### src/source/rbk_rf_pkg.sv
package rbk_rf_pkg;

  //////////////////////////////
  // configuration
  typedef enum logic [1:0] {
    mode_contract = 2'd0,
    mode_split    = 2'd1  // 2'd2 kept back for merge
  } rubik_mode_e;

  typedef enum logic [1:0] {
    prec_byte = 2'd0,
    prec_half = 2'd1
  } precision_e;

  // quasi static, only touched while both sequencers idle
  typedef struct packed {
    rubik_mode_e mode;
    precision_e  precision;
  } rf_cfg_t;

  //////////////////////////////
  // commands, sizes minus one
  typedef struct packed {
    logic [4:0] row_m1;
    logic [5:0] col_m1;  // in 32-byte atoms
  } rf_wr_cmd_t;

  typedef struct packed {
    logic [5:0] row_m1;
    logic [5:0] col_m1;  // atoms in contract, elements in split
  } rf_rd_cmd_t;

  // valid byte count per atom of one read beat
  typedef struct packed {
    logic [5:0] atom1_bytes;
    logic [5:0] atom0_bytes;
  } rf_mask_t;

  localparam int ATOM_BYTES          = 32;
  localparam int CONTRACT_ROW_STRIDE = 4;  // entries per row step
  localparam int SPLIT_ROW_STRIDE    = 2;  // half-word split only
  localparam int RF_SLOTS            = 2;  // blocks held by the register file

endpackage

### src/source/rbk_cmd_fifo.sv
`timescale 1ns/10ps

module rbk_cmd_fifo #(
  parameter type payload_t = logic [7:0]
) (
  input  logic     autosa_core_clk,
  input  logic     autosa_core_rstn,
  input  logic     in_vld,
  input  payload_t in_pd,
  output logic     in_rdy,
  output logic     out_vld,
  output payload_t out_pd,
  input  logic     out_rdy
);
  import rbk_rf_pkg::*;

  localparam int DEPTH = RF_SLOTS;  // two commands can queue behind a running block
  localparam int PTR_W = $clog2(DEPTH);

  payload_t       mem [DEPTH];
  logic [PTR_W:0] wr_ptr;  // msb is the wrap bit
  logic [PTR_W:0] rd_ptr;
  logic           full;
  logic           push;
  logic           pop;

  assign full    = (wr_ptr[PTR_W] != rd_ptr[PTR_W]) &&
                   (wr_ptr[PTR_W-1:0] == rd_ptr[PTR_W-1:0]);
  assign in_rdy  = ~full;
  assign out_vld = (wr_ptr != rd_ptr);  // entry shows the cycle after push
  assign out_pd  = mem[rd_ptr[PTR_W-1:0]];
  assign push    = in_vld & in_rdy;
  assign pop     = out_vld & out_rdy;

  always_ff @(posedge autosa_core_clk or negedge autosa_core_rstn) begin
    if (!autosa_core_rstn) begin
      wr_ptr <= '0;
      rd_ptr <= '0;
    end else begin
      if (push) wr_ptr <= wr_ptr + 1'b1;
      if (pop) rd_ptr <= rd_ptr + 1'b1;
    end
  end

  // storage
  always_ff @(posedge autosa_core_clk) begin
    if (push) mem[wr_ptr[PTR_W-1:0]] <= in_pd;
  end

  // upstream holds a refused command steady until it is taken
  a_in_hold: assert property (@(posedge autosa_core_clk) disable iff (!autosa_core_rstn)
    in_vld && !in_rdy |=> in_vld && $stable(in_pd));

endmodule

### src/source/rbk_rf_ctrl.sv
`timescale 1ns/10ps

module rbk_rf_ctrl #(
  parameter int DATA_W = 512,
  parameter int ADDR_W = 5
) (
  input  logic                   autosa_core_clk,
  input  logic                   autosa_core_rstn,
  input  rbk_rf_pkg::rf_cfg_t    cfg,
  input  logic                   wr_cmd_vld,
  input  rbk_rf_pkg::rf_wr_cmd_t wr_cmd,
  output logic                   wr_cmd_rdy,
  input  logic                   rd_cmd_vld,
  input  rbk_rf_pkg::rf_rd_cmd_t rd_cmd,
  output logic                   rd_cmd_rdy,
  input  logic                   data_fifo_vld,
  input  logic [DATA_W-1:0]      data_fifo_pd,
  output logic                   data_fifo_rdy,
  output logic                   rf_wr_vld,
  output logic [ADDR_W-1:0]      rf_wr_addr,
  output logic [DATA_W-1:0]      rf_wr_data,
  output logic                   rf_wr_done,
  input  logic                   rf_wr_rdy,
  output logic                   rf_rd_vld,
  output logic [ADDR_W-1:0]      rf_rd_addr,
  output rbk_rf_pkg::rf_mask_t   rf_rd_mask,
  output logic                   rf_rd_done,
  input  logic                   rf_rd_rdy
);
  import rbk_rf_pkg::*;

  logic       wr_q_vld;  // queue to sequencer
  rf_wr_cmd_t wr_q_pd;
  logic       wr_q_rdy;
  logic       rd_q_vld;
  rf_rd_cmd_t rd_q_pd;
  logic       rd_q_rdy;
  logic       rf_full;
  logic       rf_nempty;

  //////////////////////////////
  // command queues
  rbk_cmd_fifo #(.payload_t(rf_wr_cmd_t)) u_wr_cmd_fifo (
    .autosa_core_clk (autosa_core_clk),
    .autosa_core_rstn(autosa_core_rstn),
    .in_vld          (wr_cmd_vld),
    .in_pd           (wr_cmd),
    .in_rdy          (wr_cmd_rdy),
    .out_vld         (wr_q_vld),
    .out_pd          (wr_q_pd),
    .out_rdy         (wr_q_rdy)
  );

  rbk_cmd_fifo #(.payload_t(rf_rd_cmd_t)) u_rd_cmd_fifo (
    .autosa_core_clk (autosa_core_clk),
    .autosa_core_rstn(autosa_core_rstn),
    .in_vld          (rd_cmd_vld),
    .in_pd           (rd_cmd),
    .in_rdy          (rd_cmd_rdy),
    .out_vld         (rd_q_vld),
    .out_pd          (rd_q_pd),
    .out_rdy         (rd_q_rdy)
  );

  //////////////////////////////
  // sequencers and occupancy
  rbk_rf_wr_seq #(.DATA_W(DATA_W), .ADDR_W(ADDR_W)) u_wr_seq (
    .autosa_core_clk (autosa_core_clk),
    .autosa_core_rstn(autosa_core_rstn),
    .cfg             (cfg),
    .cmd_vld         (wr_q_vld),
    .cmd             (wr_q_pd),
    .cmd_rdy         (wr_q_rdy),
    .data_vld        (data_fifo_vld),
    .data_pd         (data_fifo_pd),
    .data_rdy        (data_fifo_rdy),
    .rf_wr_rdy       (rf_wr_rdy),
    .rf_full         (rf_full),
    .rf_wr_vld       (rf_wr_vld),
    .rf_wr_addr      (rf_wr_addr),
    .rf_wr_data      (rf_wr_data),
    .rf_wr_done      (rf_wr_done)
  );

  rbk_rf_rd_seq #(.ADDR_W(ADDR_W)) u_rd_seq (
    .autosa_core_clk (autosa_core_clk),
    .autosa_core_rstn(autosa_core_rstn),
    .cfg             (cfg),
    .cmd_vld         (rd_q_vld),
    .cmd             (rd_q_pd),
    .cmd_rdy         (rd_q_rdy),
    .rf_rd_rdy       (rf_rd_rdy),
    .rf_nempty       (rf_nempty),
    .rf_rd_vld       (rf_rd_vld),
    .rf_rd_addr      (rf_rd_addr),
    .rf_rd_mask      (rf_rd_mask),
    .rf_rd_done      (rf_rd_done)
  );

  rbk_rf_slot_track u_slot_track (
    .autosa_core_clk (autosa_core_clk),
    .autosa_core_rstn(autosa_core_rstn),
    .wr_done         (rf_wr_done),
    .rd_done         (rf_rd_done),
    .rf_full         (rf_full),
    .rf_nempty       (rf_nempty)
  );

endmodule

### src/source/rbk_rf_rd_seq.sv
`timescale 1ns/10ps

module rbk_rf_rd_seq #(
  parameter int ADDR_W = 5
) (
  input  logic                   autosa_core_clk,
  input  logic                   autosa_core_rstn,
  input  rbk_rf_pkg::rf_cfg_t    cfg,
  input  logic                   cmd_vld,
  input  rbk_rf_pkg::rf_rd_cmd_t cmd,
  output logic                   cmd_rdy,
  input  logic                   rf_rd_rdy,
  input  logic                   rf_nempty,
  output logic                   rf_rd_vld,
  output logic [ADDR_W-1:0]      rf_rd_addr,
  output rbk_rf_pkg::rf_mask_t   rf_rd_mask,
  output logic                   rf_rd_done
);
  import rbk_rf_pkg::*;

  logic       cmd_pop;
  logic       pop_hold;
  logic       blk_open;
  logic [6:0] total_col;  // atoms or elements, per mode
  logic [6:0] total_row;
  logic       m_contract;
  logic       m_half;
  logic [5:0] row_beats;
  logic [4:0] ccnt;
  logic [5:0] ccnt_inc;
  logic [5:0] rcnt;
  logic [6:0] rcnt_inc;
  logic       col_end;
  logic       blk_end;
  logic [6:0] rem_col;
  logic [7:0] row_bytes;
  logic [7:0] rem_byte;
  rf_mask_t   contract_mask;
  rf_mask_t   split_mask;

  assign m_contract = (cfg.mode == mode_contract);
  assign m_half     = (cfg.precision == prec_half);

  //////////////////////////////
  // command pop
  assign cmd_rdy = blk_end | pop_hold;
  assign cmd_pop = cmd_vld & cmd_rdy;

  always_ff @(posedge autosa_core_clk or negedge autosa_core_rstn) begin
    if (!autosa_core_rstn) begin
      pop_hold  <= 1'b1;
      blk_open  <= 1'b0;
      total_col <= '0;
      total_row <= '0;
    end else begin
      if (pop_hold & cmd_vld) pop_hold <= 1'b0;
      else if (blk_end & ~cmd_vld) pop_hold <= 1'b1;
      if (cmd_pop) begin
        blk_open  <= 1'b1;
        total_col <= {1'b0, cmd.col_m1} + 7'd1;
        total_row <= {1'b0, cmd.row_m1} + 7'd1;
      end else if (blk_end) begin
        blk_open <= 1'b0;
      end
    end
  end

  //////////////////////////////
  // beats, counters, address
  assign rf_rd_vld  = rf_rd_rdy & rf_nempty & blk_open;
  assign rf_rd_done = blk_end;

  assign row_beats = m_contract ? total_col[6:1] + {5'd0, total_col[0]} :
                     (m_half && total_col > 7'd32) ? 6'd4 : 6'd2;
  assign ccnt_inc  = {1'b0, ccnt} + 6'd1;
  assign rcnt_inc  = {1'b0, rcnt} + 7'd1;
  assign col_end   = rf_rd_vld & (ccnt_inc == row_beats);
  assign blk_end   = col_end & (rcnt_inc == total_row);

  always_ff @(posedge autosa_core_clk or negedge autosa_core_rstn) begin
    if (!autosa_core_rstn) begin
      ccnt       <= '0;
      rcnt       <= '0;
      rf_rd_addr <= '0;
    end else begin
      if (col_end) ccnt <= '0;
      else if (rf_rd_vld) ccnt <= ccnt_inc[4:0];
      if (blk_end) rcnt <= '0;
      else if (col_end) rcnt <= rcnt_inc[5:0];
      if (blk_end) rf_rd_addr <= '0;
      else if (col_end && m_contract)
        rf_rd_addr <= ADDR_W'(rcnt_inc * CONTRACT_ROW_STRIDE);
      else if (col_end && m_half)
        rf_rd_addr <= ADDR_W'(rcnt_inc * SPLIT_ROW_STRIDE);
      else if (rf_rd_vld) rf_rd_addr <= rf_rd_addr + 1'b1;
    end
  end

  //////////////////////////////
  // byte mask
  assign rem_col = total_col - {1'b0, ccnt, 1'b0};  // columns left at this beat
  assign contract_mask.atom1_bytes = (rem_col == 7'd1) ? 6'd0 : 6'(ATOM_BYTES);
  assign contract_mask.atom0_bytes = 6'(ATOM_BYTES);

  assign row_bytes = m_half ? {total_col, 1'b0} : {1'b0, total_col};
  assign rem_byte  = (row_bytes > {ccnt[1:0], 6'd0}) ?
                     row_bytes - {ccnt[1:0], 6'd0} : 8'd0;  // 64 bytes per beat

  always_comb begin
    split_mask = '0;
    if (rem_byte >= 8'(2 * ATOM_BYTES)) begin
      split_mask.atom1_bytes = 6'(ATOM_BYTES);
      split_mask.atom0_bytes = 6'(ATOM_BYTES);
    end else if (rem_byte >= 8'(ATOM_BYTES)) begin
      split_mask.atom1_bytes = 6'(rem_byte - 8'(ATOM_BYTES));  // partial second atom
      split_mask.atom0_bytes = 6'(ATOM_BYTES);
    end else begin
      split_mask.atom0_bytes = rem_byte[5:0];
    end
  end

  assign rf_rd_mask = m_contract ? contract_mask : split_mask;

  // each fresh block starts reading from entry 0
  a_blk_start_addr: assert property (@(posedge autosa_core_clk) disable iff (!autosa_core_rstn)
    $rose(blk_open) |-> rf_rd_addr == '0);

endmodule

### src/source/rbk_rf_slot_track.sv
`timescale 1ns/10ps

module rbk_rf_slot_track (
  input  logic autosa_core_clk,
  input  logic autosa_core_rstn,
  input  logic wr_done,
  input  logic rd_done,
  output logic rf_full,
  output logic rf_nempty
);

  logic [1:0] wr_ptr;  // slot index plus wrap bit
  logic [1:0] rd_ptr;

  always_ff @(posedge autosa_core_clk or negedge autosa_core_rstn) begin
    if (!autosa_core_rstn) begin
      wr_ptr <= '0;
      rd_ptr <= '0;
    end else begin
      if (wr_done) wr_ptr <= wr_ptr + 2'd1;
      if (rd_done) rd_ptr <= rd_ptr + 2'd1;
    end
  end

  assign rf_full   = (wr_ptr[1] ^ rd_ptr[1]) & (wr_ptr[0] == rd_ptr[0]);
  assign rf_nempty = (wr_ptr != rd_ptr);  // at least one block written, unread

  // sequencers must hold off on the tracker status
  a_no_wr_overflow: assert property (@(posedge autosa_core_clk) disable iff (!autosa_core_rstn)
    rf_full |-> !wr_done);
  a_no_rd_underflow: assert property (@(posedge autosa_core_clk) disable iff (!autosa_core_rstn)
    !rf_nempty |-> !rd_done);

endmodule

### src/source/rbk_rf_wr_seq.sv
`timescale 1ns/10ps

module rbk_rf_wr_seq #(
  parameter int DATA_W = 512,
  parameter int ADDR_W = 5
) (
  input  logic                   autosa_core_clk,
  input  logic                   autosa_core_rstn,
  input  rbk_rf_pkg::rf_cfg_t    cfg,
  input  logic                   cmd_vld,
  input  rbk_rf_pkg::rf_wr_cmd_t cmd,
  output logic                   cmd_rdy,
  input  logic                   data_vld,
  input  logic [DATA_W-1:0]      data_pd,
  output logic                   data_rdy,
  input  logic                   rf_wr_rdy,
  input  logic                   rf_full,
  output logic                   rf_wr_vld,
  output logic [ADDR_W-1:0]      rf_wr_addr,
  output logic [DATA_W-1:0]      rf_wr_data,
  output logic                   rf_wr_done
);
  import rbk_rf_pkg::*;

  logic       cmd_pop;
  logic       pop_hold;   // idle, next command pops at once
  logic       blk_open;
  logic [6:0] total_col;
  logic [5:0] total_row;
  logic [5:0] row_beats;
  logic [4:0] ccnt;
  logic [5:0] ccnt_inc;
  logic [4:0] rcnt;
  logic [5:0] rcnt_inc;
  logic       wr_beat;
  logic       col_end;
  logic       blk_end;

  //////////////////////////////
  // command pop
  assign cmd_rdy = blk_end | pop_hold;  // last beat pops the next one, no bubble
  assign cmd_pop = cmd_vld & cmd_rdy;

  always_ff @(posedge autosa_core_clk or negedge autosa_core_rstn) begin
    if (!autosa_core_rstn) begin
      pop_hold  <= 1'b1;
      blk_open  <= 1'b0;
      total_col <= '0;
      total_row <= '0;
    end else begin
      if (pop_hold & cmd_vld) pop_hold <= 1'b0;
      else if (blk_end & ~cmd_vld) pop_hold <= 1'b1;
      if (cmd_pop) begin
        blk_open  <= 1'b1;
        total_col <= {1'b0, cmd.col_m1} + 7'd1;
        total_row <= {1'b0, cmd.row_m1} + 6'd1;
      end else if (blk_end) begin
        blk_open <= 1'b0;
      end
    end
  end

  //////////////////////////////
  // beats and counters
  assign wr_beat    = blk_open & rf_wr_rdy & ~rf_full & data_vld;
  assign data_rdy   = wr_beat;
  assign rf_wr_vld  = wr_beat;
  assign rf_wr_data = data_pd;
  assign rf_wr_done = blk_end;

  assign row_beats = total_col[6:1] + {5'd0, total_col[0]};  // two atoms per beat
  assign ccnt_inc  = {1'b0, ccnt} + 6'd1;
  assign rcnt_inc  = {1'b0, rcnt} + 6'd1;
  assign col_end   = wr_beat & (ccnt_inc == row_beats);
  assign blk_end   = col_end & (rcnt_inc == total_row);

  always_ff @(posedge autosa_core_clk or negedge autosa_core_rstn) begin
    if (!autosa_core_rstn) begin
      ccnt       <= '0;
      rcnt       <= '0;
      rf_wr_addr <= '0;
    end else begin
      if (col_end) ccnt <= '0;
      else if (wr_beat) ccnt <= ccnt_inc[4:0];
      if (blk_end) rcnt <= '0;
      else if (col_end) rcnt <= rcnt_inc[4:0];
      if (blk_end) rf_wr_addr <= '0;
      else if (col_end && cfg.mode == mode_contract)
        rf_wr_addr <= ADDR_W'(rcnt_inc * CONTRACT_ROW_STRIDE);  // fixed row stride
      else if (wr_beat) rf_wr_addr <= rf_wr_addr + 1'b1;
    end
  end

  // file only fills off a finished block
  a_full_from_done: assert property (@(posedge autosa_core_clk) disable iff (!autosa_core_rstn)
    $rose(rf_full) |-> $past(rf_wr_done));

endmodule

### config.mk
export PLATFORM = sky130hd
export DESIGN_NAME = rbk_rf_ctrl
export DESIGN_NICKNAME = d
export VERILOG_FILES = /design/src/source/rbk_rf_pkg.sv /design/src/source/rbk_cmd_fifo.sv /design/src/source/rbk_rf_ctrl.sv /design/src/source/rbk_rf_rd_seq.sv /design/src/source/rbk_rf_slot_track.sv /design/src/source/rbk_rf_wr_seq.sv
export SDC_FILE = /design/constraint.sdc
export NUM_CORES = 1
export LEC_CHECK = 0
export BUFFER_PORTS_ARGS = -buffer_cell sky130_fd_sc_hd__buf_2
export CAP_MARGIN = 20
export CORE_AREA = 8 8 417 419
export DETAILED_ROUTE_END_ITERATION = 10
export DIE_AREA = 0 0 425 427
export GPL_ROUTABILITY_DRIVEN = 1
export RECOVER_POWER = 100
export SKIP_LAST_GASP = 1
export SYNTH_ARGS = -nofsm -noshare
export SYNTH_HDL_FRONTEND = slang
export SYNTH_SLANG_ARGS = --single-unit
### constraint.sdc
create_clock -name autosa_core_clk -period 4.6 [get_ports autosa_core_clk]
set_input_delay 0.46 -clock autosa_core_clk [delete_from_list [all_inputs] [get_ports autosa_core_clk]]
set_output_delay 0.46 -clock autosa_core_clk [all_outputs]
set_load 0.005 [all_outputs]
### Yosys cells after proc, flatten, opt, wreduce, memory -nomap -nowiden

Memories as Yosys holds them, arrays and structs flattened.
Cells that the tools add are included.

| word-level totals | value |
|---|---|
| memories | 2 |
| bits in writable memories | 46 |
| bits of input ports | 546 |
| word-level logic and storage cells | 140 |
| flip-flop bits (word level) | 74 |

Memory list:

| name | words | width | rd ports | clocked after Yosys merged registers in | write ports | line | text |
|---|---|---|---|---|---|---|---|
| u_rd_cmd_fifo.mem | 2 | 12 | 1 | 0 | 1 | rbk_cmd_fifo.sv:20 | `payload_t mem [DEPTH];` |
| u_wr_cmd_fifo.mem | 2 | 11 | 1 | 0 | 1 | rbk_cmd_fifo.sv:20 |  |

| cells by class | value |
|---|---|
| muxes and demuxes | 36 |
| $add $sub $neg | 21 |
| bitwise gates (word level) | 26 |
| order comparisons | 4 |
| reductions and logical operators | 17 |
| equal/unequal tests | 14 |

Operators with widths:

| operator | count |
|---|---|
| $mux 5 | 13 |
| $mux 6 | 6 |
| $add 6x1->7 const B | 4 |
| $add 5x1->6 const B | 4 |
| $mux 12 | 2 |
| $and 1x1->1 | 18 |
| $eq 6x6->1 | 3 |
| $mux 8 | 2 |
| $reduce_bool 2->1 | 8 |
| $add 2x1->2 const B | 6 |
| $add 6x1->6 | 2 |
| $mux 1 | 12 |
| $add 5x1->5 const B | 2 |
| $ge 8x6->1 const B | 1 |
| $ge 8x7->1 const B | 1 |
| $gt 8x8->1 | 1 |
| $sub 8x8->8 | 1 |
| $eq 7x1->1 const B | 1 |
| $eq 7x7->1 | 1 |
| $gt 7x6->1 const B | 1 |
| $sub 7x6->7 | 1 |
| $logic_and 1x1->1 | 6 |
| $ne 2x2->1 | 3 |
| $sub 6x6->6 const B | 1 |
| other kinds (10) | 18 |

### Depth between registers and ports, before layout

Gate-level depths: netlist (run 1).

| logic depth | value |
|---|---|
| depth in word-level cells | 10 |
| gate-level depth with buffers | 11 |

### Modules after synthesis

A second synthesis (run 1) with hierarchy kept.

| unflattened totals | value |
|---|---|
| cells, all modules | 1137 |
| area total of the unflattened synthesis | 10724.0 sq um |

Modules (own cells, without submodules):

| module | instances | area each (sq um) | cells each | sequential area each (sq um) |
|---|---|---|---|---|
| rbk_rf_wr_seq | 1 | 5791.8 | 710 | 752.0 |
| rbk_rf_rd_seq | 1 | 2566.2 | 289 | 802.0 |
| rbk_cmd_fifo at u_rd_cmd_fifo | 1 | 1144.8 | 65 | 820.8 |
| rbk_cmd_fifo at u_wr_cmd_fifo | 1 | 1036.0 | 59 | 760.7 |
| rbk_rf_slot_track | 1 | 185.2 | 14 | 100.1 |

### Least setup slack after synthesis (run 1)

OpenSTA, ideal clock, no wires.

| timing path | value |
|---|---|
| path kind | reg2reg |
| start point | reg u_rd_seq.rcnt[0] |
| end point | reg u_rd_seq.total_col[6] |
| cell stages (with the launch flop) | 10 |
| arrival time | 2.772 ns |
| slack | 1.703 ns |
| path buffers | 1 |
| cells stage by stage | dfrtp_1 ha_1 nand3_2 or4b_2 a21oi_1 o211ai_4 a211oi_4 o21ai_4 buf_6 mux2_4 |

| between the ends | value |
|---|---|
| longest elaborated chain between the ends | 5 |

Ends and longest elaborated chain:

| element | line | text |
|---|---|---|
| from (decl) | rbk_rf_rd_seq.sv:31 | `logic [5:0] rcnt;` |
| from (signal assigned) | rbk_rf_rd_seq.sv:89 | `else if (col_end) rcnt <= rcnt_inc[5:0];` |
| $add 6x1->7 | rbk_rf_rd_seq.sv:76 | `assign rcnt_inc = {1'b0, rcnt} + 7'd1;` |
| $eq 7x7->1 | rbk_rf_rd_seq.sv:78 | `assign blk_end = col_end & (rcnt_inc == total_row);` |
| $and 1x1->1 | rbk_rf_rd_seq.sv:78 |  |
| $or 1x1->1 | rbk_rf_rd_seq.sv:46 | `assign cmd_rdy = blk_end \| pop_hold;` |
| $and 1x1->1 | rbk_rf_rd_seq.sv:47 | `assign cmd_pop = cmd_vld & cmd_rdy;` |
| to (signal assigned) | rbk_rf_rd_seq.sv:60 | `total_col <= {1'b0, cmd.col_m1} + 7'd1;` |
| to (decl) | rbk_rf_rd_seq.sv:24 | `logic [6:0] total_col;` |

Every way passes these cells.
A chain may end at the register's enable or synchronous reset.

### Final worst setup path (run 1)

| timing path | value |
|---|---|
| start point | reg u_rd_seq.rcnt[0] |
| end point | reg u_rd_seq.total_row[4] |

| between the ends | value |
|---|---|
| longest elaborated chain between the ends | 5 |

Ends and longest elaborated chain:

| element | line | text |
|---|---|---|
| $add 6x1->7 | rbk_rf_rd_seq.sv:76 |  |
| $eq 7x7->1 | rbk_rf_rd_seq.sv:78 |  |
| $and 1x1->1 | rbk_rf_rd_seq.sv:78 |  |
| $or 1x1->1 | rbk_rf_rd_seq.sv:46 |  |
| $and 1x1->1 | rbk_rf_rd_seq.sv:47 |  |
| to (signal assigned) | rbk_rf_rd_seq.sv:61 | `total_row <= {1'b0, cmd.row_m1} + 7'd1;` |
| to (decl) | rbk_rf_rd_seq.sv:25 | `logic [6:0] total_row;` |

Every way passes these cells.

==> results.tsv, run 1 <==
stage	metric	value	unit
power	peak supply drop	0.229	mV
critical_path	WP data arrival	4090	ps
synth	Yosys top cell area share	0.362	
floorplan	Rows	151	
cells_and_area	most frequent cells in the layout	dfrtp_1, nand2_1, clkbuf_1, edfxtp_1, nor2_1	
synth	warnings from Yosys	0	
cells_and_area	most common library cell in the layout ignoring fill and taps	dfrtp_1	
sta	Max Clk Rate	264	MHz
sta	RSZ-0062 raised after global routing	false	
floorplan	Starting Density	0.0635	
synth	FFs w/ async S/R, synth	0.617	
power	cell area power density	268	nW/um2
cts	H-Tree Depth	4	
cts	postcts setup bufs	0	
cts	Clock Path Buffers	2	
floorplan	Die Footprint	181000	um2
routing	Vias/cell	2.14	
power	Leak	3.27	nW
synth	Post-Syn Instances	1147	
synth	cell type with the largest total area after synthesis	buf_4	
global_routing	GR Overflow Total	0	
critical_path	crit path max fanout	16	
synth	Synth Register Bits	120	
cells_and_area	area grow syn2layout	-2.84	%
synth	Net Count, Synth	1717	
synth	Post-synth EDFFs	46	
sta	clock period minus worst slack	3780	ps
cts	Clk Latency, worst-skew pair	430	ps
critical_path	critical path data required time	4910	ps
routing	wire per inst	44.0	um
routing	Routed Wire Length	129	mm
synth	ys flop type	dfrtp_1	
placed_design	Buffers on Ports	62	
sta	TNS Setup	0	ps
worst_hold_path	Hold Path Class	input pin to flop	
sta	Slew HR	0.0360	
routing	drt drc	0	
cts	clock slew at the register clock pins of the worst setup and hold paths	60	ps
sta	part of the cycle the worst path needs	0.822	
synth	Yosys cell types	68	
cells_and_area	layout cells sized above 1	0.133	
floorplan	Core Area	168000	um2
floorplan	Die X	425	um
critical_path	Critical Path, Cell by Cell	ha_1 > nand3_1 > or4b_2 > a21oi_1 > o211ai_1 > a211oi_1 > o21ai_4 > mux2_1	
critical_path	Crit Path Category	flop to flop	
floorplan	# IOs	1087	
critical_path	CP peak stage delay	900	ps
routing	DRT Pass-1 Iters	5	
global_routing	initial antenna violation count	2	
cells_and_area	Layout Nets	1277	
critical_path	Bufs and invs on worst path	0	
cts	Num CTS Buffers	17	
synth	sequential share of the synthesized area	0.304	
placed_design	Final Wtd Congestion	0.798	
routing	drt first-iter violations	392	
cells_and_area	utilization after layout	0.0617	
critical_path	CP Launch Type	flop	
synth	Mapped Area	10600	um2
cts	root buffer cell	clkbuf_16	
cts	hold_buf cts	1	
routing	via count	6282	
routing	Final ANT Viol Nets	0	
global_routing	largest net degree at the start of global routing	54	
sta	# setup viols final	0	
sta	Final Hold Vio Count	0	
floorplan	Die H	427	um
sta	Max Slew Vio Count	0	
synth	Mapped Avg Cell Area	9.28	um2
flow_run	max cap viols	0	
sta	worst-margin pin slew	1450	ps
critical_path	CP endpoint kind	flop	
global_routing	vias in the first global route	6063	
critical_path	CP max-delay cell	a211oi_1	
placed_design	DPL Wire Length	120	mm
sta	skew final	10.6	ps
cts	clk sinks	120	
cts	CTS tree	built	
global_routing	global-route wire length before repair	142	mm
run_status	status	finished, final reports clean	
cts	post-CTS resize count	0	
critical_path	CP top delay family	compound AO/OA/AOI/OAI gates	
global_routing	total track usage	0.135	
synth	dominant cells by area after synthesis	buf_4, dfrtp_1, edfxtp_1	
## synth_stat cells, types with 7 or more instances
library cell  instances
buf_2                 7
nor2b_1              18
mux2i_1              23
nand2b_1             12
dfrtp_1              72
buf_4               514
edfxtp_1             46
clkbuf_1              9
xor2_1               28
xnor2_1              39
inv_1                25
mux2_2               26
nor2_1               42
o21ai_0              33
nand2_1              54
nor3_1               11
a32oi_1               7
a21oi_1              26
ha_1                 22
nand3_1              29
and3_1                8
## final timing paths
kind	to	startpoint	depth (start not counted)	slack, ps
setup / recovery	u_rd_seq.total_row[4]$_DFFE_PN0P_	u_rd_seq.rcnt[0]$_DFFE_PN0P_	8	820
hold / removal	u_wr_cmd_fifo.mem[1][8]$_DFFE_PP_	wr_cmd[8]	1	220
setup reg to reg	u_rd_seq.total_row[4]$_DFFE_PN0P_	u_rd_seq.rcnt[0]$_DFFE_PN0P_	8	820
hold reg to reg	u_slot_track.wr_ptr[1]$_DFFE_PN0P_	u_slot_track.wr_ptr[1]$_DFFE_PN0P_	1	490
max in group asynchronous	u_rd_seq.total_row[2]$_DFFE_PN0P_	autosa_core_rstn	3	1690
min in group asynchronous	u_wr_seq.total_row[1]$_DFFE_PN0P_	autosa_core_rstn	2	850
## sequential cells by signal, indices dropped and copies added, names as in the netlist, 2 cells and up
| register | flops |
|---|---|
| u_rd_seq.rf_rd_addr | 5 |
| u_wr_seq.rcnt | 5 |
| u_slot_track.rd_ptr | 2 |
| u_rd_seq.ccnt | 5 |
| u_wr_cmd_fifo.rd_ptr | 2 |
| u_rd_cmd_fifo.mem | 24 |
| u_rd_cmd_fifo.wr_ptr | 2 |
| u_wr_cmd_fifo.mem | 22 |
| u_rd_cmd_fifo.rd_ptr | 2 |
| u_slot_track.wr_ptr | 2 |
| u_wr_cmd_fifo.wr_ptr | 2 |
| u_rd_seq.total_row | 7 |
| u_wr_seq.total_row | 6 |
| u_wr_seq.ccnt | 5 |
| u_rd_seq.rcnt | 6 |
| u_rd_seq.total_col | 7 |
| u_wr_seq.rf_wr_addr | 5 |
| u_wr_seq.total_col | 7 |
## through the flow
stage	worst slack, ps	hold slack [ps]	cell area (um2)	instances	power (mW)
finish	817	216	10300	2939	2.77
global route	493	183	10300	2938	2.90
CTS	988	178	10500	2937	2.84
detailed placement	1450	370	9860	2904	1.48
global placement	1470	373	9860	2904	1.48
floorplan	1700	164	10600	1147	1.70
## cell type report
type	count	area, um2
Clock buffer	22	465
Fill cell	19800	157000
Clock inverter	10	119
Sequential cell	120	3240
Multi-Input combinational cell	468	3310
Timing Repair Buffer	74	338
Tap cell	2218	2780
Inverter	26	97.6
Antenna cell	1	2.50
## power breakdown
part / leakage (nW) / total, mW / switching (mW) / internal, mW
combinational: 1.64 / 0.232 / 0.146 / 0.0860
sequential: 1.36 / 1.20 / 0.0531 / 1.15
clock: 0.276 / 1.34 / 0.507 / 0.830
total: 3.27 / 2.77 / 0.706 / 2.07
## routing by layer
metal  share of wire  up-vias  track usage
li1                -     2446            -
met1            0.15     2707       0.0581
met2            0.44      975        0.206
met3            0.38      138        0.245
met4           0.028       16       0.0359
met5          0.0057        -       0.0290
## cells by family (layout without fill, tap and decap cells)
group	Yosys count	after routing	synth area share
simple gates	197	197	0.0906
other cells	0	1	0
buf+inv	559	132	0.380
compound gates	124	124	0.0812
flops	120	120	0.304
mux	55	55	0.0576
fa+ha+maj	24	24	0.0296
xor+xnor	68	68	0.0572
No activity file was read; power rests on OpenSTA's default activity.
==> run 2, diff against run 1 <==
- ABC_AREA: not set -> 1
- CORE_AREA: 8 8 417 419 -> 8 8 419 421
- DIE_AREA: 0 0 425 427 -> 0 0 427 429
- clock period: 4.6 -> 3.4 ns (I/O delays scaled with it)
==> run 2 against run 1 <==
Against the previous run:
- the flow now finishes with violations (max-capacitance violations, max-slew violations)
- register-to-register slack got worse by 470 ps
- sequential cell count unchanged
- utilization increased by 0.091 points
- non-clock buffer count increased by 6
- clock-buffer cell count decreased by 3
- design area increased by 1.9%
- critical path type is now flop to output pin
- largest cell class is now registers
==> results.tsv, run 2 <==
stage	metric	value	unit
floorplan	Die Footprint	183000	um2
floorplan	Die X	427	um
routing	drt first-iter violations	453	
cts	clk sinks	120	
global_routing	GR Overflow Total	0	
cells_and_area	Multi-input gate area	3230	um2
floorplan	Rows	151	
critical_path	WP data arrival	2870	ps
synth	Mapped Avg Cell Area	8.34	um2
cts	H-Tree Depth	4	
run_status	status	complete, but fails checks	
sta	part of the cycle the worst path needs	0.944	
worst_hold_path	Hold Path Class	input pin to flop	
global_routing	global-route wire length before repair	143	mm
synth	FFs w/ async S/R, synth	0.617	
sta	Final Hold Vio Count	0	
run_status	failing checks	max-capacitance violations, max-slew violations	
critical_path	CP Launch Type	flop	
sta	TNS Setup	0	ps
cells_and_area	max FFs per register	24	
cts	Num CTS Buffers	17	
cells_and_area	most frequent cells in the layout	nand2_1, inv_1, nand3_1, dfrtp_1, nor2_1	
synth	Post-synth EDFFs	46	
worst_hold_path	Worst Hold Path Cells	1	
floorplan	Starting Density	0.0645	
power	Leak	3.77	nW
synth	ys flop type	dfrtp_1	
global_routing	largest net degree at the start of global routing	56	
flow_run	max cap viols	1	
sta	clock period minus worst slack	3210	ps
routing	Vias/cell	2.14	
placed_design	Final Wtd Congestion	0.823	
critical_path	Critical R2R Capture	u_rd_seq.total_col[4]$_DFFE_PN0P_	
synth	sequential share of the synthesized area	0.298	
synth	Yosys cell types	46	
worst_hold_path	hold path startpoint	wr_cmd[6]	
synth	main combinational cell family by area after synthesis	buffers and inverters	
critical_path	Crit Path Category	flop to output pin	
sta	Max Clk Rate	311	MHz
synth	leading cell type by number of instances after synthesis	buf_4	
sta	Slew HR	-0.0635	
synth	dominant cells by area after synthesis	buf_4, dfrtp_1, edfxtp_1	
placed_design	Buffers on Ports	62	
global_routing	total track usage	0.135	
critical_path	Worst R2R Start	u_rd_seq.total_col[1]$_DFFE_PN0P_	
synth	cell type with the largest total area after synthesis	buf_4	
sta	skew final	16.7	ps
sta	worst-margin pin slew	1600	ps
power	peak supply drop	0.403	mV
floorplan	Core Area	169000	um2
synth	Post-Syn Instances	1303	
synth	Synth Area in Adders	0.0290	
sta	RSZ-0062 raised after global routing	false	
synth	Yosys top cell area share	0.358	
critical_path	CP endpoint kind	output pin	
cells_and_area	FILL cells	19900	
synth	Net Count, Synth	1873	
routing	wire per inst	41.8	um
critical_path	crit path max fanout	7	
synth	compound-cell area share of the yosys netlist	0.0417	
worst_hold_path	WHS Endpoint	u_wr_cmd_fifo.mem[1][6]$_DFFE_PP_	
synth	mux contribution to synthesized area	0.00552	
routing	drt drc	0	
power	cell area power density	652	nW/um2
cts	CTS tree	built	
global_routing	vias in the first global route	6428	
synth	Mapped Area	10900	um2
cts	hold_buf cts	0	
routing	via count	6650	
cells_and_area	Seq. cell area	3240	um2
synth	Synth Register Bits	120	
critical_path	FF-to-FF path depth	13	
critical_path	reg-to-reg slack, setup	350	ps
sta	Max Slew Vio Count	56	
cells_and_area	most common library cell in the layout ignoring fill and taps	nand2_1	
floorplan	# IOs	1087	
global_routing	initial antenna violation count	3	
synth	warnings from Yosys	0	
sta	# setup viols final	0	
cells_and_area	Layout Nets	1439	
cells_and_area	utilization after layout	0.0626	
synth	Post-Synth Simple-Gate Area	0.179	
cts	Clock Path Buffers	2	
cells_and_area	area grow syn2layout	-3.01	%
placed_design	DPL Wire Length	121	mm
routing	DRT Pass-1 Iters	4	
floorplan	Die H	429	um
synth	top cells by count, synth	buf_4, nand2_1, inv_1	
cts	clock slew at the register clock pins of the worst setup and hold paths	70	ps
cells_and_area	layout cells sized above 1	0.163	
routing	Final ANT Viol Nets	0	
cts	root buffer cell	clkbuf_16	
critical_path	critical path data required time	3060	ps
cts	Clk Latency, worst-skew pair	460	ps
routing	Routed Wire Length	130	mm
synth	Post-Synth XOR/XNOR Area	0.0496	
[run 2: cell type report]
| class | instances | area share |
|---|---|---|
| clock buffers | 19 | 0.0420 |
| repair buffers | 80 | 0.0370 |
| clock inverters | 13 | 0.0136 |
| flip-flops and latches | 120 | 0.307 |
| inverters | 87 | 0.0310 |
| multi-input cells | 563 | 0.306 |
| diodes | 1 | 0.000237 |
| well taps | 2218 | 0.263 |
[run 2: how the worst max path moves through the flow]
stage | start | to | slack (ps) | cells past startpoint
6_report | u_rd_seq.total_col[5]$_DFFE_PN0P_ | rf_rd_mask[4] | 190 | 15
5_1_grt | u_rd_seq.total_col[5]$_DFFE_PN0P_ | rf_rd_mask[4] | 10 | 16
4_1_cts | u_rd_seq.total_col[5]$_DFFE_PN0P_ | rf_rd_mask[4] | 20 | 15
3_5_place_dp | cfg[1] | rf_rd_mask[4] | 420 | 17
3_3_place_gp | cfg[1] | rf_rd_mask[4] | 390 | 17
2_1_floorplan | u_rd_seq.total_col[5]$_DFFE_PN0P_ | rf_rd_mask[4] | 1030 | 13
[run 2: metrics by stage]
step	std cells	power [mW]	setup WS (ps)	instance area [um2]	hold slack, ps
2_1_floorplan	1303	4.74	1030	10900	44.4
3_3_place_gp	3065	5.13	390	10100	469
3_5_place_dp	3065	5.20	424	10100	468
4_1_cts	3097	7.08	23.6	10700	5.47
5_1_grt	3100	7.43	14.9	10500	31.9
6_report	3101	6.88	189	10500	60.3
[run 2: repair_timing]
item | in CTS | in global routing
endpoints found under the setup margin | 1 | 9
setup buffers | 0 | 3
pin swaps | 0 | 1
endpoints found under the hold margin | 0 | 0
gates resized for setup | 1 | 4
[run 2: per-layer routing]
metal	track usage	wire length, um	vias to the layer above
met1	0.0638	21700	2748
met5	0.0280	643	-
met2	0.199	54300	980
li1	-	-	2741
met4	0.0572	6380	12
met3	0.230	46600	169
[run 2: worst max-delay path, cell delays in order, from the launching register on]
cell and delay [ps]:
dfrtp_2 420, inv_2 50, nor2_1 130, o21bai_1 170, inv_1 80, ha_1 180
inv_1 70, fa_1 420, nor2_2 160, nand4_1 110, buf_4 210, nand2_2 120
nor3_1 50, nand2_1 70, inv_1 40, buf_2 120
[run 2: kinds of logic after synthesis]
| family | after synthesis |
|---|---|
| AOI/OAI and AO/OA | 69 |
| xor gates and xnor gates | 59 |
| adders and majority gates | 24 |
| buffers and inverters | 620 |
| DFF | 120 |
| muxes | 6 |
| and+or+nand+nor | 405 |
[run 2: where the power goes]
part	leakage [nW]	internal, mW	switching [mW]
combinational	2.14	0.960	1.71
sequential	1.35	1.97	0.408
clock	0.277	1.10	0.733
==> run 3, diff against run 2 <==
- RECOVER_POWER: 100 -> 50
==> run 3 against run 2 <==
Against the previous run:
- sequential share of layout area shrank 0.41 points
- critical path type unchanged
- routed wire length barely moved
- die area did not move
- critical path depth is the same
- global-route usage unchanged
- sequential cell count unchanged
- maximum frequency is 0.51% lower
- sequential power about the same
- the run still ends with max-capacitance violations, max-slew violations left
==> results.tsv, run 3 (same netlist as run 2, synthesis figures left out) <==
stage	metric	value	unit
run_status	status	complete, but fails checks	
run_status	failing checks	max-capacitance violations, max-slew violations	
placed_design	Final Wtd Congestion	0.823	
cells_and_area	most frequent cells in the layout	nand2_1, inv_1, nand3_1, dfrtp_1	
sta	Worst Slack Setup Final	173	ps
cts	Clk Latency, worst-skew pair	470	ps
sta	skew final	17.0	ps
critical_path	Crit Path Category	flop to output pin	
routing	via count	6699	
cts	root buffer cell	clkbuf_16	
critical_path	WP data arrival	2890	ps
sta	# setup viols final	0	
global_routing	global-route wire length before repair	143	mm
sta	RSZ-0062 raised after global routing	false	
cells_and_area	layout cells sized above 1	0.219	
critical_path	Worst R2R Start	u_rd_seq.total_col[0]$_DFFE_PN0P_	
global_routing	total track usage	0.135	
sta	Max Clk Rate	310	MHz
cells_and_area	FILL cells	19800	
global_routing	initial antenna violation count	3	
critical_path	CP endpoint	rf_rd_mask[4]	
critical_path	cell mode on critical path	inv_1	
critical_path	crit path max fanout	7	
cts	Clock Path Buffers	2	
cts	Num CTS Buffers	17	
floorplan	Die X	427	um
routing	Routed Wire Length	130	mm
critical_path	critical path data required time	3060	ps
worst_hold_path	Hold Path Class	input pin to flop	
critical_path	CP peak stage delay	420	ps
placed_design	Placed Area	10100	um2
cells_and_area	Layout Nets	1439	
cells_and_area	cell area after layout	10700	um2
floorplan	Die Footprint	183000	um2
critical_path	crit path from	u_rd_seq.total_col[5]$_DFFE_PN0P_	
cts	CTS tree	built	
critical_path	reg-to-reg slack, setup	730	ps
floorplan	# IOs	1087	
cts	clock slew at the register clock pins of the worst setup and hold paths	70	ps
flow_run	max cap viols	1	
routing	wire per inst	41.8	um
cells_and_area	max FFs per register	24	
critical_path	FF-to-FF path depth	14	
placed_design	pre-CTS WS	424	ps
cells_and_area	most common library cell in the layout ignoring fill and taps	nand2_1	
power	Leak	3.88	nW
power	cell area power density	651	nW/um2
global_routing	GR Overflow Total	0	
sta	clock period minus worst slack	3230	ps
critical_path	CP max-delay cell	dfrtp_2	
floorplan	Starting Density	0.0645	
routing	Final ANT Viol Nets	0	
floorplan	Rows	151	
floorplan	Core Area	169000	um2
routing	drt first-iter violations	435	
critical_path	Critical R2R Capture	u_rd_seq.total_col[0]$_DFFE_PN0P_	
cts	clk sinks	120	
critical_path	Critical Path, Cell by Cell	inv_2 > nor2_1 > o21bai_1 > inv_1 > ha_1 > inv_1 > fa_1 > nor2_2 > nand4_1 > buf_4 > nand2_2 > nor3_1 > nand2_1 > inv_1 > buf_2	
power	peak supply drop	0.408	mV
global_routing	vias in the first global route	6428	
floorplan	Die H	429	um
routing	Vias/cell	2.16	
critical_path	CP Launch Type	flop	
sta	Max Slew Vio Count	56	
placed_design	DPL Wire Length	121	mm
global_routing	largest net degree at the start of global routing	56	
critical_path	CP endpoint kind	output pin	
power	Final Power	6.96	mW
sta	Slew HR	-0.0797	
sta	part of the cycle the worst path needs	0.949	
sta	TNS Setup	0	ps
sta	Final Hold Vio Count	0	
placed_design	Buffers on Ports	62	
cells_and_area	area grow syn2layout	-1.70	%
sta	worst-margin pin slew	1620	ps
cts	H-Tree Depth	4	
routing	drt drc	0	
cells_and_area	utilization after layout	0.0634	
routing	DRT Pass-1 Iters	4	
==> run 3: cell types whose count changed in the layout (fill, tap and decap cells not counted), sizes merged <==
cell	change
buf	+26
clkbuf	-26
==> run 3: layout make-up <==
cell class	count	area (um2)	area share
antenna	1	2.50	0.000234
inverter	87	327	0.0306
tap	2218	2780	0.260
sequential	120	3240	0.303
timing repair buffer	80	430	0.0403
clock inverter	13	144	0.0135
clock buffer	19	443	0.0414
multi-input combinational	563	3330	0.311
==> run 3: metal layers <==
metal	wire, um	vias up	track usage
met5	643	-	0.0280
met4	6150	12	0.0572
met3	46900	164	0.230
met2	54500	1022	0.199
met1	21500	2758	0.0638
li1	-	2743	-
==> run 3: worst min-delay path by stage <==
| stage | end | startpoint | depth (start not counted) |
|---|---|---|---|
| after detailed placement | u_wr_seq.blk_open$_DFFE_PN0P_ | u_wr_seq.blk_open$_DFFE_PN0P_ | 2 |
| after floorplan | u_rd_cmd_fifo.rd_ptr[0]$_DFFE_PN0P_ | autosa_core_rstn | 0 |
| after global routing | u_wr_cmd_fifo.mem[1][6]$_DFFE_PP_ | wr_cmd[6] | 1 |
| final | u_wr_cmd_fifo.mem[0][5]$_DFFE_PP_ | wr_cmd[5] | 1 |
| after CTS | u_wr_cmd_fifo.wr_ptr[0]$_DFFE_PN0P_ | autosa_core_rstn | 1 |
| after global placement | u_wr_seq.blk_open$_DFFE_PN0P_ | u_wr_seq.blk_open$_DFFE_PN0P_ | 2 |
==> run 3: worst max-delay path: cells and delay by family, from the launching register on <==
kind,cells,cell delay (ps)
AND/OR/NAND/NOR,6,650
AO/OA/AOI/OAI,1,170
flip-flops,1,420
adder cells (fa/ha/maj),2,600
buffers and inverters,6,570
==> run 3: through the flow <==
step           hold WS [ps]  std cells
5_1_grt                31.9       3100
6_report               58.2       3101
3_3_place_gp            469       3065
4_1_cts                5.47       3097
2_1_floorplan          44.4       1303
3_5_place_dp            468       3065
==> run 3: what timing repair did <==
action,CTS,global route
resized for setup,1,4
hold buffers,0,0
buffers inserted,0,3
endpoints found under the setup margin,1,9
pin swaps,0,1
==> run 3: power by group <==
group | switching [mW] | internal, mW | total [mW]
Clock | 0.738 | 1.10 | 1.84
Combinational | 1.73 | 1.01 | 2.74
Sequential | 0.413 | 1.97 | 2.38
Total | 2.89 | 4.07 | 6.96
